`src/hdl/core_defines.svh`:
```
`ifndef CORE_DEFINES_SVH
`define CORE_DEFINES_SVH

// data word and pc width.
`define CORE_XLEN 32

`define CORE_REG_ADDR_W 5
`define CORE_REG_COUNT 32

// shifts use only the low bits of src2.
`define CORE_SHAMT_W 5

// trace write enable is one bit per byte of the word.
`define CORE_WEN_W 4

`endif

```
`src/hdl/core_pkg.sv`:
```
`default_nettype none
`include "core_defines.svh"

package core_pkg;

    typedef logic [`CORE_XLEN-1:0]       word_t;
    typedef logic [`CORE_REG_ADDR_W-1:0] reg_addr_t;
    typedef logic [`CORE_WEN_W-1:0]      wen_t;

    typedef enum logic [3:0] {
        ADD  = 4'd0,
        SUB  = 4'd1,
        AND  = 4'd2,
        OR   = 4'd3,
        NOR  = 4'd4,
        XOR  = 4'd5,
        SLT  = 4'd6,
        SLTU = 4'd7,
        SLL  = 4'd8,
        SRL  = 4'd9,
        SRA  = 4'd10
    } alu_op_t;

endpackage

`default_nettype wire

```
`src/hdl/regfile.sv`:
```
`default_nettype none
`include "core_defines.svh"

module regfile (
    input  wire                      clk,
    input  wire core_pkg::reg_addr_t i_raddr1,
    input  wire core_pkg::reg_addr_t i_raddr2,
    input  wire core_pkg::reg_addr_t i_raddr3,
    input  wire core_pkg::reg_addr_t i_raddr4,
    output core_pkg::word_t          o_rdata1,
    output core_pkg::word_t          o_rdata2,
    output core_pkg::word_t          o_rdata3,
    output core_pkg::word_t          o_rdata4,
    input  wire                      i_we1,
    input  wire core_pkg::reg_addr_t i_waddr1,
    input  wire core_pkg::word_t     i_wdata1,
    input  wire                      i_we2,
    input  wire core_pkg::reg_addr_t i_waddr2,
    input  wire core_pkg::word_t     i_wdata2
);

    core_pkg::word_t mem [`CORE_REG_COUNT];

    always_ff @(posedge clk) begin
        if (i_we1 && i_waddr1 != '0)
            mem[i_waddr1] <= i_wdata1;
        if (i_we2 && i_waddr2 != '0)
            mem[i_waddr2] <= i_wdata2; // lane b is younger, so its write lands last.
    end

    // entry 0 is never written, so r0 is forced to zero on the read side.
    assign o_rdata1 = (i_raddr1 == '0) ? '0 : mem[i_raddr1];
    assign o_rdata2 = (i_raddr2 == '0) ? '0 : mem[i_raddr2];
    assign o_rdata3 = (i_raddr3 == '0) ? '0 : mem[i_raddr3];
    assign o_rdata4 = (i_raddr4 == '0) ? '0 : mem[i_raddr4];

endmodule

`default_nettype wire

```
`config.mk`:
```
export PLATFORM = sky130hd
export DESIGN_NAME = regfile
export DESIGN_NICKNAME = d
export VERILOG_FILES = /design/src/hdl/core_pkg.sv /design/src/hdl/regfile.sv
export VERILOG_INCLUDE_DIRS = /design/src /design/src/hdl
export SDC_FILE = /design/constraint.sdc
export NUM_CORES = 2
export LEC_CHECK = 0
export ABC_CLOCK_PERIOD_IN_PS = 4700
export BUFFER_PORTS_ARGS = -buffer_cell sky130_fd_sc_hd__buf_4
export CAP_MARGIN = 20
export CELL_PAD_IN_SITES_DETAIL_PLACEMENT = 0
export CELL_PAD_IN_SITES_GLOBAL_PLACEMENT = 2
export CORE_ASPECT_RATIO = 1.4
export CORE_MARGIN = 10
export CORE_UTILIZATION = 48
export DETAILED_ROUTE_END_ITERATION = 10
export GPL_ROUTABILITY_DRIVEN = 0
export HOLD_SLACK_MARGIN = 0.02
export PLACE_DENSITY_LB_ADDON = 0.1
export SLEW_MARGIN = 20
export SYNTH_ARGS = -nofsm -noshare
export SYNTH_HDL_FRONTEND = slang
export SYNTH_SLANG_ARGS = --single-unit
```
`constraint.sdc`:
```
create_clock -name clk -period 4.7 [get_ports clk]
set_input_delay 0.47 -clock clk [delete_from_list [all_inputs] [get_ports clk]]
set_output_delay 0.47 -clock clk [all_outputs]
set_load 0.03 [all_outputs]
```
==> qor.csv <==
stage;metric;value;unit
synth;synth_area_leaders;edfxtp_1, mux4_2, mux2_2;
sta;rsz0062_at_grt;false;
synth;synth-edff-count;1024;
clock_network;clockBufferDepth;3;
placed_design;port_buffers;224;
setup_path;path_delay_family;buffers and inverters;
die;ioPinCount;225;
die;core-area;160000;µm²
synth;ys_async_sr_fraction;0;%
die;die-width;359;µm
clock_network;postCtsHoldBufs;0;
global_routing;grt_pass1_wl;470;mm
die;dieArea;177000;µm²
clock_network;clockRootBuffer;clkbuf_16;
setup_path;crit_top_cell;buf_4;
power_and_ir_drop;power_frac_comb;19.9;%
sta;finalCritPeriodShare;86.6;%
setup_path;arrival;3.60;ns
global_routing;grt_util_met1;45.9;%
cells_and_area;layout-drive-gt1-share;47.3;%
sta;finalMaxSlewViolations;0;
power_and_ir_drop;p_sw_share;28.6;%
power_and_ir_drop;switching_power;7300;µW
clock_network;path_clk_slew;0.06;ns
power_and_ir_drop;power_density;300;nW/µm²
sta;fmax;246;MHz
worst_hold_path;hold_class;in -> reg;
power_and_ir_drop;pwr-share-clk;38.9;%
setup_path;cp_max_fo;70;
route;routed_wirelength;347;mm
cells_and_area;layout_top_registers;mem: 1024 flops;
global_routing;gr-total-overflow;0;
cells_and_area;finalNetCount;5113;
synth;synth_seq_cells;1024;
sta;final_hold_viol_count;0;
outcome;status;finished clean;
placed_design;dp_hpwl;212;mm
setup_path;cp.required;4.23;ns
cells_and_area;layout.cells.non_filler;7233;
global_routing;grtUsageTotal;38.0;%
global_routing;busiest_layer;met2;
route;detail-route-antenna-nets;0;
synth;syn-instance-count;5094;
clock_network;cts-htree-levels;3;
cells_and_area;regMostFlops;mem;
setup_path;cpPeakStageDelay;0.90;ns
route;drt_iter0_drc;7649;
die;die_y;494;µm
setup_path;crit_slowest_cell;a311oi_1;
placed_design;place_inst;7013;
sta;setup_violations;0;
synth;synth_area;77100;µm²
clock_network;cts_tree;done;
synth;yosysWarnings;0;
clock_network;numCtsBuffers;113;
power_and_ir_drop;intPower;18200;µW
route;vias_per_cell;7.85;
setup_path;path_class;in -> out;
setup_path;cp_num_buf_inv;3;
setup_path;endpoint_kind;output port;
synth;synth_common_cells;edfxtp_1, mux4_2, mux2_2, mux2_1, clkbuf_1;
die;rows;174;
global_routing;met2_usage;59.1;%
sta;tns;0;ns
synth;yosysSeqAreaShare;39.9;%
global_routing;grt_pass1_vias;56700;
global_routing;antenna_found_initial;27;
die;start_util;48.1;%
synth;synth_most_common_cell;edfxtp_1;
synth;synthDominantCellAreaShare;39.9;%
setup_path;start_kind;input pin;
synth;synth.largest_area_cell;edfxtp_1;
power_and_ir_drop;p_leak;0.0277;µW
global_routing;gr-usage-met3;8.74;%
sta;period_minus_slack;4.07;ns
sta;relSlewSlack;17.0;%
synth;synthFlopType;edfxtp_1;
synth;syn_avg_cell_area;15.1;µm²
route;first_pass_iters;6;
synth;yosysUniqueCellTypes;44;
power_and_ir_drop;vdd_ir_drop_max;317;µV
run;drv_cap;0;
cells_and_area;largest_reg_flops;1024;
clock_network;post_cts_resized;0;
route;drc_errors;0;
sta;tightest_slew;1.25;ns
clock_network;cts_setup_buffers;0;
clock_network;clock-sinks;1024;
route;post_drt_wl_per_cell;47.9;µm
setup_path;path_cells;buf_8 -> buf_4 -> mux4_2 -> mux2_2 -> o21ai_1 -> a311oi_1 -> buf_4;
cells_and_area;area_delta_synth_final;10.5;%
route;vias;56800;
global_routing;grt_max_degree;77;
power_and_ir_drop;seq_power_share;41.2;%
[cells by family (layout without fill, tap and decap cells)]
kind of cell / Yosys count / after routing / synth area share (%)
mux: 2272 / 2272 / 45.8
flops: 1024 / 1024 / 39.9
compound gates: 765 / 765 / 7.07
buf+inv: 736 / 723 / 5.02
simple gates: 296 / 296 / 2.22
other cells: 1 / 41 / 0.00486
[metrics by stage]
step | area [µm²] | total power (µW) | hold slack, ns | utilization, % | setup slack (ns)
finish | 85200 | 25500 | 0.0963 | 53.2 | 0.630
CTS | 85200 | 25400 | 0.0578 | 53.2 | 0.864
global route | 85200 | 26000 | 0.109 | 53.2 | 0.658
floorplan | 77300 | 13800 | 0.637 | - | 1.02
global placement | 81200 | 15600 | 0.886 | 50.7 | 0.880
detailed placement | 81200 | 15700 | 0.887 | 50.7 | 0.871
[cell type report]
type	instances	area [µm²]
well taps	2112	2640
inverters	4	25.0
clock inverters	70	960
fillers	13400	75000
repair buffers	508	4480
flip-flops and latches	1024	30700
diodes	9	22.5
multi-input cells	3365	43300
clock buffers	141	3020
[layer usage]
metal / part of all wire (%) / wire length, µm
met5: 0.037 / 127
met4: 9.0 / 31100
met3: 11 / 37700
met2: 46 / 158000
met1: 34 / 120000
[cells in the final DEF, fill, tap and decap left out, drive strengths merged, types with 94 or more instances in the layout]
master and count:
a311oi 128, nor2b 139, a221oi 94, mux4 896, mux2 1120, edfxtp 1024
clkbuf 141, o21ai 237, buf 508, mux2i 256, a22oi 128, a211oi 128
[power groups by stage]
stage	logic, µW	clock network (µW)	registers (µW)
final	5080	9940	10500
after global routing	5210	10300	10500
after CTS	4970	9970	10500
after detailed placement	4960	0	10700
after global placement	4930	0	10700
after floorplan	3180	0	10600
[path summary, 6_finish.rpt]
check,from,to,slack [ns],cells after the start
max,i_raddr4[2],o_rdata4[17],0.63,7
min,i_wdata1[18],mem[0][18]$_DFFE_PP_,0.1,1
(Power assumes the default switching activity.)
