==> src/hdl/core_defines.svh <==
`ifndef CORE_DEFINES_SVH
`define CORE_DEFINES_SVH

// data word and pc width.
`define CORE_XLEN 32

`define CORE_REG_ADDR_W 5
`define CORE_REG_COUNT 32

// shifts use only the low bits of src2.
`define CORE_SHAMT_W 5

// trace write enable is one bit per byte of the word.
`define CORE_WEN_W 4

`endif

==> src/hdl/core_pkg.sv <==
`default_nettype none
`include "core_defines.svh"

package core_pkg;

    typedef logic [`CORE_XLEN-1:0]       word_t;
    typedef logic [`CORE_REG_ADDR_W-1:0] reg_addr_t;
    typedef logic [`CORE_WEN_W-1:0]      wen_t;

    typedef enum logic [3:0] {
        ADD  = 4'd0,
        SUB  = 4'd1,
        AND  = 4'd2,
        OR   = 4'd3,
        NOR  = 4'd4,
        XOR  = 4'd5,
        SLT  = 4'd6,
        SLTU = 4'd7,
        SLL  = 4'd8,
        SRL  = 4'd9,
        SRA  = 4'd10
    } alu_op_t;

endpackage

`default_nettype wire

==> src/hdl/wb_stage.sv <==
`default_nettype none
`include "core_defines.svh"

module wb_stage (
    input  wire                      clk,
    input  wire                      reset,
    input  wire                      i_ex_a_valid,
    input  wire core_pkg::word_t     i_ex_a_pc,
    input  wire                      i_ex_a_wen,
    input  wire core_pkg::reg_addr_t i_ex_a_dest,
    input  wire core_pkg::word_t     i_ex_a_result,
    input  wire                      i_ex_b_valid,
    input  wire core_pkg::word_t     i_ex_b_pc,
    input  wire                      i_ex_b_wen,
    input  wire core_pkg::reg_addr_t i_ex_b_dest,
    input  wire core_pkg::word_t     i_ex_b_result,
    output logic                     o_wb_a_we,
    output core_pkg::reg_addr_t      o_wb_a_waddr,
    output core_pkg::word_t          o_wb_a_wdata,
    output logic                     o_wb_b_we,
    output core_pkg::reg_addr_t      o_wb_b_waddr,
    output core_pkg::word_t          o_wb_b_wdata,
    output core_pkg::word_t          o_debug0_wb_pc,
    output core_pkg::wen_t           o_debug0_wb_rf_wen,
    output core_pkg::reg_addr_t      o_debug0_wb_rf_wnum,
    output core_pkg::word_t          o_debug0_wb_rf_wdata,
    output core_pkg::word_t          o_debug1_wb_pc,
    output core_pkg::wen_t           o_debug1_wb_rf_wen,
    output core_pkg::reg_addr_t      o_debug1_wb_rf_wnum,
    output core_pkg::word_t          o_debug1_wb_rf_wdata
);

    core_pkg::word_t wb_a_pc;
    core_pkg::word_t wb_b_pc;

    always_ff @(posedge clk) begin
        if (reset) begin
            o_wb_a_we <= 1'b0;
            o_wb_b_we <= 1'b0;
        end else begin
            o_wb_a_we <= i_ex_a_wen;
            o_wb_b_we <= i_ex_b_wen;
        end
    end

    always_ff @(posedge clk) begin
        if (i_ex_a_valid) begin
            wb_a_pc      <= i_ex_a_pc;
            o_wb_a_waddr <= i_ex_a_dest;
            o_wb_a_wdata <= i_ex_a_result;
        end
        if (i_ex_b_valid) begin
            wb_b_pc      <= i_ex_b_pc;
            o_wb_b_waddr <= i_ex_b_dest;
            o_wb_b_wdata <= i_ex_b_result;
        end
    end

    assign o_debug0_wb_pc       = wb_a_pc;
    assign o_debug0_wb_rf_wen   = {`CORE_WEN_W{o_wb_a_we}};
    assign o_debug0_wb_rf_wnum  = o_wb_a_waddr;
    assign o_debug0_wb_rf_wdata = o_wb_a_wdata;
    assign o_debug1_wb_pc       = wb_b_pc;
    assign o_debug1_wb_rf_wen   = {`CORE_WEN_W{o_wb_b_we}};
    assign o_debug1_wb_rf_wnum  = o_wb_b_waddr;
    assign o_debug1_wb_rf_wdata = o_wb_b_wdata;

    // the wen raised back in ro must never reach the register file for r0.
    assert property (@(posedge clk) disable iff (reset)
        (o_wb_a_we |-> o_wb_a_waddr != '0) and (o_wb_b_we |-> o_wb_b_waddr != '0));

endmodule

`default_nettype wire

==> config.mk <==
export PLATFORM = sky130hd
export DESIGN_NAME = wb_stage
export DESIGN_NICKNAME = d
export VERILOG_FILES = /design/src/hdl/core_pkg.sv /design/src/hdl/wb_stage.sv
export VERILOG_INCLUDE_DIRS = /design/src /design/src/hdl
export SDC_FILE = /design/constraint.sdc
export NUM_CORES = 1
export LEC_CHECK = 0
export BUFFER_PORTS_ARGS = -buffer_cell sky130_fd_sc_hd__buf_2
export CAP_MARGIN = 10
export CORE_AREA = 5 5 141 143
export CTS_CLUSTER_SIZE = 20
export DETAILED_ROUTE_END_ITERATION = 16
export DIE_AREA = 0 0 146 148
export SYNTH_ARGS = -nofsm -noshare
export SYNTH_HDL_FRONTEND = slang
export SYNTH_SLANG_ARGS = --single-unit
==> constraint.sdc <==
create_clock -name clk -period 1.6 [get_ports clk]
set_clock_uncertainty 0.2 [all_clocks]
set_input_delay 0.08 -clock clk [delete_from_list [all_inputs] [get_ports clk]]
set_output_delay 0.08 -clock clk [all_outputs]
set_load 0.02 [all_outputs]
==> impl_metrics.ini <==
[run_status]
outcome = completed

[power_and_ir_drop]
leakage_uw = 0.003735
pwr_density_cell_nw_per_um2 = 1184
total_power_uw = 9941
peakVddDrop_mv = 0.6807

[timing]
hold_viol = 0
worstMarginPinSlew_ps = 367.3
rsz0062_at_grt = no
slew-limit-headroom_pct = 75.51
period_minus_slack_ps = 1327
setup_viol = 0
fin_setup_tns_ps = 0
drv_slew = 0
fin_crit_sh_pct = 82.96
fmax_ghz = 0.7533

[floorplan]
dieWidth_um = 146
dieArea_um2 = 21610
die_y_um = 148
pin_count = 366
rows = 50
coreArea_um2 = 18460
initial_core_util_pct = 26.07

[clock_tree]
hold_buffers = 143
ctsResizeCount = 0
clkSinkCount = 140
cts_tree = built
cts_made_buffers = 17
post_cts_buffers = 0
clkSlewWorstSetupHoldPaths_ps = 60
root_buffer = clkbuf_16
cts_buffer_depth = 2
ctsHtreeMaxLevel = 4

[place]
dp_hpwl_mm = 10.77
gp_congestion = 0.8124
dpl.cell_count = 745
dpl_cell_area_um2 = 6384
portBuffers = 365

[synthesis]
yosysWarnings = 0
netlist_instances = 224
yosysUniqueCellTypes = 4
ys_ff_latch = 140
syn_avg_cell_area_um2 = 21.48
yosysTopAreaCellShare_pct = 86.12
synth_nets = 368
syn_area_um2 = 4812
ys_top_cells_by_area = edfxtp_1 (86%), buf_4 (13%), dfxtp_1 (0.83%)
yosys.area.top_type = edfxtp_1
ys_seq_area_share_pct = 86.95

[routing]
postRouteAntennaNets = 0
route.vias.total = 3607
vias_per_cell = 3.929
wire_per_inst_um = 16.68
drc_errors = 0
dr.first_iter.drc_count = 76
totalWireLength_mm = 15.31
first_pass_iters = 4

[setup_path]
critPathRequiredTime_ps = 1320
crit_family = flip-flops
cp_slowest_stage_delay_ps = 440
slowest_stage = edfxtp_1
crit_chain = buf_2
crit_path_start_kind = register
crit_path_end_kind = output pin
path_max_fanout = 2
path_class = register to output pin
arrival_ps = 1050
path_buf_inv = 1

[min_path]
holdPathStages = 2
holdPathEnd = o_debug1_wb_pc[5]$_DFFE_PP_
worstHoldStart = i_ex_b_pc[5]
min_path_type = input pin to register

[run]
max_cap_viol_count = 0

[global_route]
grt_pass1_wl_mm = 22.29
grt_overflow = 0
grt_pass1_vias = 3991
grt_start_max_net_pins = 70
gr-usage-all-layers_pct = 13.56
grt_antenna_before_repair = 1

[cells_and_area]
multi_input_area_um2 = 12.51
regArea_um2 = 4184
fin_cells = 918
antenna_cells = 0
drive_above_1_share_pct = 58.04
area_delta_synth_final_pct = 74.41
stdcell_area_um2 = 8393
utilization_pct = 45.48
nets = 817
n_fill_cell = 1631
==> flip-flops by register name (all words and copies together), names as in the netlist <==
signal and flops:
o_wb_a_we 1, o_debug1_wb_rf_wdata 32, o_debug1_wb_pc 32, o_debug0_wb_rf_wnum 5, o_wb_b_we 1, o_debug0_wb_pc 32
o_debug0_wb_rf_wdata 32, o_debug1_wb_rf_wnum 5
==> synth_stat cells, drive strengths merged <==
| cell type | instances |
|---|---|
| buf | 82 |
| dfxtp | 2 |
| edfxtp | 138 |
| nor2b | 2 |
==> metal layers <==
metal	part of all wire, %	global-route usage, %	wire (µm)	vias up
met2	54	24.15	8287	205
met5	0.085	0	13	-
met3	7.9	5.334	1213	34
met4	2.7	6.350	415	2
li1	-	-	-	1645
met1	35	14.09	5383	1721
==> final cells by class <==
type | instances | area share [%]
sequential | 140 | 49.85
timing repair buffer | 512 | 39.62
clock buffer | 18 | 5.113
tap | 234 | 3.488
clock inverter | 12 | 1.774
multi-input combinational | 2 | 0.1491
==> where the power goes <==
| part | internal (µW) | switching (µW) | total (µW) |
|---|---|---|---|
| Sequential | 4360 | 119 | 4480 |
| Combinational | 650 | 927 | 1580 |
| Clock | 2430 | 1460 | 3890 |
==> cells in the final DEF (no fill, tap or decap) <==
cell type	instances
clkinv_1	1
edfxtp_1	138
buf_2	365
clkinv_4	3
dfxtp_1	2
clkinv_2	4
buf_12	3
clkbuf_16	17
nor2b_1	2
clkbuf_1	1
bufinv_16	3
buf_4	1
dlygate4sd3_1	143
inv_6	1
==> per-stage QoR <==
step / hold WS [ps] / worst slack [ps]
after global routing: 145.3 / 234.7
after detailed placement: 58.09 / 473.3
final: 174.1 / 272.6
after CTS: 147.6 / 255.0
after floorplan: -48.39 / 652.7
after global placement: 55.87 / 484.5
==> kinds of logic after synthesis <==
| logic type | count (synthesis) | synth area share (%) |
|---|---|---|
| flip-flops | 140 | 86.95 |
| buffers and inverters | 82 | 12.79 |
| AND/OR/NAND/NOR | 2 | 0.2600 |
==> worst max path at each step <==
stage	depth (start not counted)	slack [ps]	start	end
after floorplan	1	650	o_debug0_wb_rf_wnum[0]$_DFFE_PP_	o_wb_a_waddr[0]
after global placement	2	480	i_ex_a_valid	o_debug0_wb_rf_wdata[7]$_DFFE_PP_
after detailed placement	2	470	i_ex_a_valid	o_debug0_wb_rf_wdata[16]$_DFFE_PP_
after CTS	1	250	o_debug0_wb_rf_wdata[24]$_DFFE_PP_	o_wb_a_wdata[24]
after global routing	1	230	o_debug0_wb_rf_wdata[24]$_DFFE_PP_	o_debug0_wb_rf_wdata[24]
final	1	270	o_debug0_wb_rf_wdata[24]$_DFFE_PP_	o_wb_a_wdata[24]
Power figures use the tool's default switching activity.
