<file path="src/hdl/core_defines.svh">
`ifndef CORE_DEFINES_SVH
`define CORE_DEFINES_SVH

// data word and pc width.
`define CORE_XLEN 32

`define CORE_REG_ADDR_W 5
`define CORE_REG_COUNT 32

// shifts use only the low bits of src2.
`define CORE_SHAMT_W 5

// trace write enable is one bit per byte of the word.
`define CORE_WEN_W 4

`endif

</file>
<file path="src/hdl/core_pkg.sv">
`default_nettype none
`include "core_defines.svh"

package core_pkg;

    typedef logic [`CORE_XLEN-1:0]       word_t;
    typedef logic [`CORE_REG_ADDR_W-1:0] reg_addr_t;
    typedef logic [`CORE_WEN_W-1:0]      wen_t;

    typedef enum logic [3:0] {
        ADD  = 4'd0,
        SUB  = 4'd1,
        AND  = 4'd2,
        OR   = 4'd3,
        NOR  = 4'd4,
        XOR  = 4'd5,
        SLT  = 4'd6,
        SLTU = 4'd7,
        SLL  = 4'd8,
        SRL  = 4'd9,
        SRA  = 4'd10
    } alu_op_t;

endpackage

`default_nettype wire

</file>
<file path="src/hdl/ro_stage.sv">
`default_nettype none

module ro_stage (
    input  wire                      clk,
    input  wire                      reset,
    input  wire                      i_a_valid,
    input  wire core_pkg::word_t     i_a_pc,
    input  wire core_pkg::alu_op_t   i_a_op,
    input  wire core_pkg::reg_addr_t i_a_src1,
    input  wire core_pkg::reg_addr_t i_a_src2,
    input  wire                      i_a_src2_is_imm,
    input  wire core_pkg::word_t     i_a_imm,
    input  wire core_pkg::reg_addr_t i_a_dest,
    input  wire                      i_b_valid,
    input  wire core_pkg::word_t     i_b_pc,
    input  wire core_pkg::alu_op_t   i_b_op,
    input  wire core_pkg::reg_addr_t i_b_src1,
    input  wire core_pkg::reg_addr_t i_b_src2,
    input  wire                      i_b_src2_is_imm,
    input  wire core_pkg::word_t     i_b_imm,
    input  wire core_pkg::reg_addr_t i_b_dest,
    output logic                     o_issue_ready,
    output core_pkg::reg_addr_t      o_raddr1,
    output core_pkg::reg_addr_t      o_raddr2,
    output core_pkg::reg_addr_t      o_raddr3,
    output core_pkg::reg_addr_t      o_raddr4,
    input  wire core_pkg::word_t     i_rdata1,
    input  wire core_pkg::word_t     i_rdata2,
    input  wire core_pkg::word_t     i_rdata3,
    input  wire core_pkg::word_t     i_rdata4,
    input  wire                      i_alu_a_wen,
    input  wire core_pkg::reg_addr_t i_alu_a_dest,
    input  wire core_pkg::word_t     i_alu_a_result,
    input  wire                      i_alu_b_wen,
    input  wire core_pkg::reg_addr_t i_alu_b_dest,
    input  wire core_pkg::word_t     i_alu_b_result,
    input  wire                      i_ex_a_wen,
    input  wire core_pkg::reg_addr_t i_ex_a_dest,
    input  wire core_pkg::word_t     i_ex_a_result,
    input  wire                      i_ex_b_wen,
    input  wire core_pkg::reg_addr_t i_ex_b_dest,
    input  wire core_pkg::word_t     i_ex_b_result,
    input  wire                      i_wb_a_we,
    input  wire core_pkg::reg_addr_t i_wb_a_waddr,
    input  wire core_pkg::word_t     i_wb_a_wdata,
    input  wire                      i_wb_b_we,
    input  wire core_pkg::reg_addr_t i_wb_b_waddr,
    input  wire core_pkg::word_t     i_wb_b_wdata,
    output logic                     o_ro_a_valid,
    output core_pkg::word_t          o_ro_a_pc,
    output core_pkg::alu_op_t        o_ro_a_op,
    output core_pkg::word_t          o_ro_a_src1,
    output core_pkg::word_t          o_ro_a_src2,
    output core_pkg::reg_addr_t      o_ro_a_dest,
    output logic                     o_ro_a_wen,
    output logic                     o_ro_b_valid,
    output core_pkg::word_t          o_ro_b_pc,
    output core_pkg::alu_op_t        o_ro_b_op,
    output core_pkg::word_t          o_ro_b_src1,
    output core_pkg::word_t          o_ro_b_src2,
    output core_pkg::reg_addr_t      o_ro_b_dest,
    output logic                     o_ro_b_wen
);

    logic                a_done; // lane a of the held pair went ahead alone last cycle.
    logic                b_reads_a;
    logic                split;
    logic                issue_a;
    logic                issue_b;
    core_pkg::reg_addr_t raddr [4];
    core_pkg::word_t     rdata [4];
    core_pkg::word_t     opnd [4];
    logic                fw_en [6];
    core_pkg::reg_addr_t fw_dest [6];
    core_pkg::word_t     fw_data [6];

    assign b_reads_a = i_a_valid && i_b_valid && i_a_dest != '0 &&
                       (i_b_src1 == i_a_dest || (!i_b_src2_is_imm && i_b_src2 == i_a_dest));
    assign split = b_reads_a && !a_done;
    assign o_issue_ready = !split;
    assign issue_a = i_a_valid && !a_done;
    assign issue_b = i_b_valid && !split;

    assign raddr = '{i_a_src1, i_a_src2, i_b_src1, i_b_src2};
    assign rdata = '{i_rdata1, i_rdata2, i_rdata3, i_rdata4};
    assign o_raddr1 = raddr[0];
    assign o_raddr2 = raddr[1];
    assign o_raddr3 = raddr[2];
    assign o_raddr4 = raddr[3];

    // index 0 is the youngest producer.
    assign fw_en = '{i_alu_b_wen, i_alu_a_wen, i_ex_b_wen, i_ex_a_wen, i_wb_b_we, i_wb_a_we};
    assign fw_dest = '{i_alu_b_dest, i_alu_a_dest, i_ex_b_dest, i_ex_a_dest,
                       i_wb_b_waddr, i_wb_a_waddr};
    assign fw_data = '{i_alu_b_result, i_alu_a_result, i_ex_b_result, i_ex_a_result,
                       i_wb_b_wdata, i_wb_a_wdata};

    always_comb begin
        for (int p = 0; p < 4; p++) begin
            opnd[p] = rdata[p];
            for (int s = 5; s >= 0; s--) begin
                if (fw_en[s] && fw_dest[s] == raddr[p])
                    opnd[p] = fw_data[s]; // walking oldest to youngest leaves the youngest.
            end
        end
    end

    always_ff @(posedge clk) begin
        if (reset) begin
            a_done       <= 1'b0;
            o_ro_a_valid <= 1'b0;
            o_ro_a_wen   <= 1'b0;
            o_ro_b_valid <= 1'b0;
            o_ro_b_wen   <= 1'b0;
        end else begin
            a_done       <= split;
            o_ro_a_valid <= issue_a;
            o_ro_a_wen   <= issue_a && i_a_dest != '0;
            o_ro_b_valid <= issue_b;
            o_ro_b_wen   <= issue_b && i_b_dest != '0;
        end
    end

    always_ff @(posedge clk) begin
        if (issue_a) begin
            o_ro_a_pc   <= i_a_pc;
            o_ro_a_op   <= i_a_op;
            o_ro_a_src1 <= opnd[0];
            o_ro_a_src2 <= i_a_src2_is_imm ? i_a_imm : opnd[1];
            o_ro_a_dest <= i_a_dest;
        end
        if (issue_b) begin
            o_ro_b_pc   <= i_b_pc;
            o_ro_b_op   <= i_b_op;
            o_ro_b_src1 <= opnd[2];
            o_ro_b_src2 <= i_b_src2_is_imm ? i_b_imm : opnd[3];
            o_ro_b_dest <= i_b_dest;
        end
    end

    // a pair that sits in the ro register together never had b reading a.
    assert property (@(posedge clk) disable iff (reset)
        o_ro_a_valid && o_ro_b_valid && o_ro_a_dest != '0 |->
            $past(i_b_src1) != o_ro_a_dest &&
            ($past(i_b_src2_is_imm) || $past(i_b_src2) != o_ro_a_dest));

endmodule

`default_nettype wire

</file>
<file path="config.mk">
export PLATFORM = sky130hd
export DESIGN_NAME = ro_stage
export DESIGN_NICKNAME = d
export VERILOG_FILES = /design/src/hdl/core_pkg.sv /design/src/hdl/ro_stage.sv
export VERILOG_INCLUDE_DIRS = /design/src /design/src/hdl
export SDC_FILE = /design/constraint.sdc
export NUM_CORES = 1
export LEC_CHECK = 0
export BUFFER_PORTS_ARGS = -buffer_cell sky130_fd_sc_hd__buf_2
export CORE_AREA = 2 2 297 299
export CTS_CLUSTER_SIZE = 20
export DETAILED_ROUTE_END_ITERATION = 10
export DIE_AREA = 0 0 299 301
export PLACE_DENSITY = 0.5
export SETUP_SLACK_MARGIN = 0.02
export SLEW_MARGIN = 20
export SYNTH_ARGS = -nofsm -noshare
export SYNTH_HDL_FRONTEND = slang
export SYNTH_SLANG_ARGS = --single-unit
</file>
<file path="constraint.sdc">
create_clock -name clk -period 13.5 [get_ports clk]
set_clock_uncertainty 0.2 [all_clocks]
set_input_delay 1.35 -clock clk [delete_from_list [all_inputs] [get_ports clk]]
set_output_delay 1.35 -clock clk [all_outputs]
set_load 0.005 [all_outputs]
</file>
==> metrics.cfg <==
[detailed_routing]
num_vias = 19100
wl_mm = 114
drt_iter0_drc = 2518
wl_per_cell_microns = 33.1
drcViolationCount = 0
vias_per_cell = 5.54
drtPass1Iterations = 8
antenna_left = 0

[flow_run]
cap_violations = 0

[cts]
clock_insertion_delay_worst_skew_ns = 0.59
numCtsBuffers = 28
cts_setup_buffers = 0
htree_levels = 1
root_buffer = clkbuf_16
cts.repair.resized = 0
clk_pin_slew_ns = 0.07
cts_max_path_buffers = 3
cts_hold_buf = 0
clock_sinks = 215
cts_tree = done

[die]
die_area_sq_um = 90000
pin_count = 763
initial_core_util_pct = 18.7
num_rows = 108
die_y_microns = 301
core_area_sq_um = 86500
chipWidth_microns = 299

[global_route]
grt_max_degree = 107
grt_pass1_wl_mm = 151
grt_usage_pct = 23.9
antenna_found_initial = 45
grt.overflow.total = 0
grt_pass1_vias = 18600

[finish]
nFillCells = 9575
final_util_pct = 25.0
drive_above_1_share_pct = 39.1
final_cell_area_sq_um = 21700
finalNonFillerCells = 3453
syn_to_final_growth_pct = 34.2
layout.nets = 2782

[critical_path]
critPathKind = primary input to flop
cp_max_fo = 34
crit_path_end_kind = flop
start_kind = primary input
crit_arrival_ns = 4.60
crit_required_ns = 13.74

[timing]
rsz0062_at_grt = no
fin_tns_setup_ns = 0
fmax_mhz = 229
drv_slew = 0
max_slew_margin_pct = 19.7
setup_violations = 0
timing.hold.ws_ns = 0.458
hold_viol = 0
fin_crit_sh_pct = 32.3
worst_pin_slew_ns = 1.20
setup_slack_ns = 9.14
min_period_ns = 4.36

[placed_design]
dp_slack_ns = 8.55
port_buffers = 762
place_hpwl_mm = 76.0
place_area_sq_um = 20600
dp.cells = 3378
gp_congestion = 0.890

[synth]
synth_nets = 2150
async_reset_ff_share_pct = 0
yosys_warnings = 0
synth_area_leaders = edfxtp_1 39%, a221oi_1 6.9%, o22ai_1 4.1%
avgSynthCellArea_sq_um = 9.95
synth_edf_count = 210
ys.flop_type = edfxtp_1
ys_seq_area_share_pct = 39.7
syn_inst = 1622
ys_types = 46
synth_top_cells_by_count = 210 x edfxtp_1, 164 x nor2_1, 128 x a21oi_1, 128 x a221oi_1, 106 x o22ai_1
synth_top_cell_area_share_pct = 39.1
syn_area_sq_um = 16100
synth_top_area_cell = edfxtp_1
synth-seq-cells = 215
yosysMostFrequentCell = edfxtp_1

[pwr]
seq_power_share_pct = 38.3
power_frac_clock_pct = 37.8
p_total_mw = 2.16
switchingPower_mw = 0.686
combPwrFrac_pct = 23.9
netSwitchingFraction_pct = 31.8
p_int_mw = 1.47
power_density_nw_per_um2 = 99.7
p_leak_nw = 8.59
peakVddDrop_mv = 0.0835

[run_status]
status = completed

[min_path]
hp-class = flop to flop

final timing paths:
check                            startpoint              end  slack [ns]  cells after the start
worst max register to register       a_done     o_ro_b_pc[0]       10.80                      5
worst max-delay path            i_b_src1[3]  o_ro_b_src1[27]        9.14                      7
worst min-delay path                 a_done           a_done        0.46                      3
worst min register to register       a_done           a_done        0.46                      3
logic make-up after synthesis:
logic type / after synthesis / share of synthesized area [%]
XOR/XNOR: 130 / 7.05
buffers and inverters: 198 / 8.23
AND/OR/NAND/NOR: 364 / 11.4
flip-flops: 215 / 39.7
multiplexers: 64 / 3.97
AO/OA/AOI/OAI: 651 / 29.7
per-layer routing:
layer,vias up,track usage [%],part of all wire [%]
li1,7771,-,-
met1,9237,29.3,38
met2,1663,38.3,45
met3,419,7.73,12
met4,34,10.6,5.0
met5,-,0,0.19
placed cells by master (no fill, tap or decap), drive strengths merged, types with 4 or more instances in the layout:
cell type and n:
buf 799, edfxtp 210, nor2 164, a221oi 128
a21oi 128, o22ai 106, xor2 67, and3 66
a211oi 66, nand2b 66, mux2i 64, a211o 64
o32a 64, o31ai 64, xnor2 63, clkbuf 31
o21ai 26, diode 22, nand2 16, nor4 14
clkinv 13, nand3 11, nand4 7, and2 7
dfxtp 5, nor3 4, bufinv 4, clkinvlp 4
and4 4
layout make-up:
cell class / instances / area, sq um / share of cell area (%)
Multi-Input combinational cell: 1209 / 8670 / 40.1
Sequential cell: 215 / 6410 / 29.6
Timing Repair Buffer: 799 / 4120 / 19.0
Tap cell: 1155 / 1450 / 6.67
Clock buffer: 31 / 733 / 3.39
Clock inverter: 21 / 210 / 0.971
Antenna cell: 22 / 55.1 / 0.254
Inverter: 1 / 8.76 / 0.0405
critical path: stages:
cell	delay, ns
buf_2	0.18
xor2_1	0.16
nor4_1	0.60
nand3_4	0.70
nand2b_2	1.15
o22ai_1	0.20
a21oi_1	0.21
sequential cells by signal (all words and copies together), names as in the netlist:
register / count
o_ro_b_src2: 32
o_ro_a_src1: 32
o_ro_b_wen: 1
o_ro_a_pc: 32
o_ro_b_valid: 1
o_ro_a_op: 4
o_ro_b_pc: 32
a_done: 1
o_ro_b_src1: 32
o_ro_a_valid: 1
o_ro_a_wen: 1
o_ro_a_dest: 5
o_ro_b_op: 4
o_ro_a_src2: 32
o_ro_b_dest: 5
power by group through the flow:
stage	Combinational (mW)	Sequential, mW	Clock [mW]
after floorplan	0.205	0.846	0
after global placement	0.503	0.842	0
after detailed placement	0.505	0.840	0
after CTS	0.506	0.827	0.825
after global routing	0.540	0.832	0.848
final	0.516	0.827	0.815
Power figures use the tool's default switching activity.
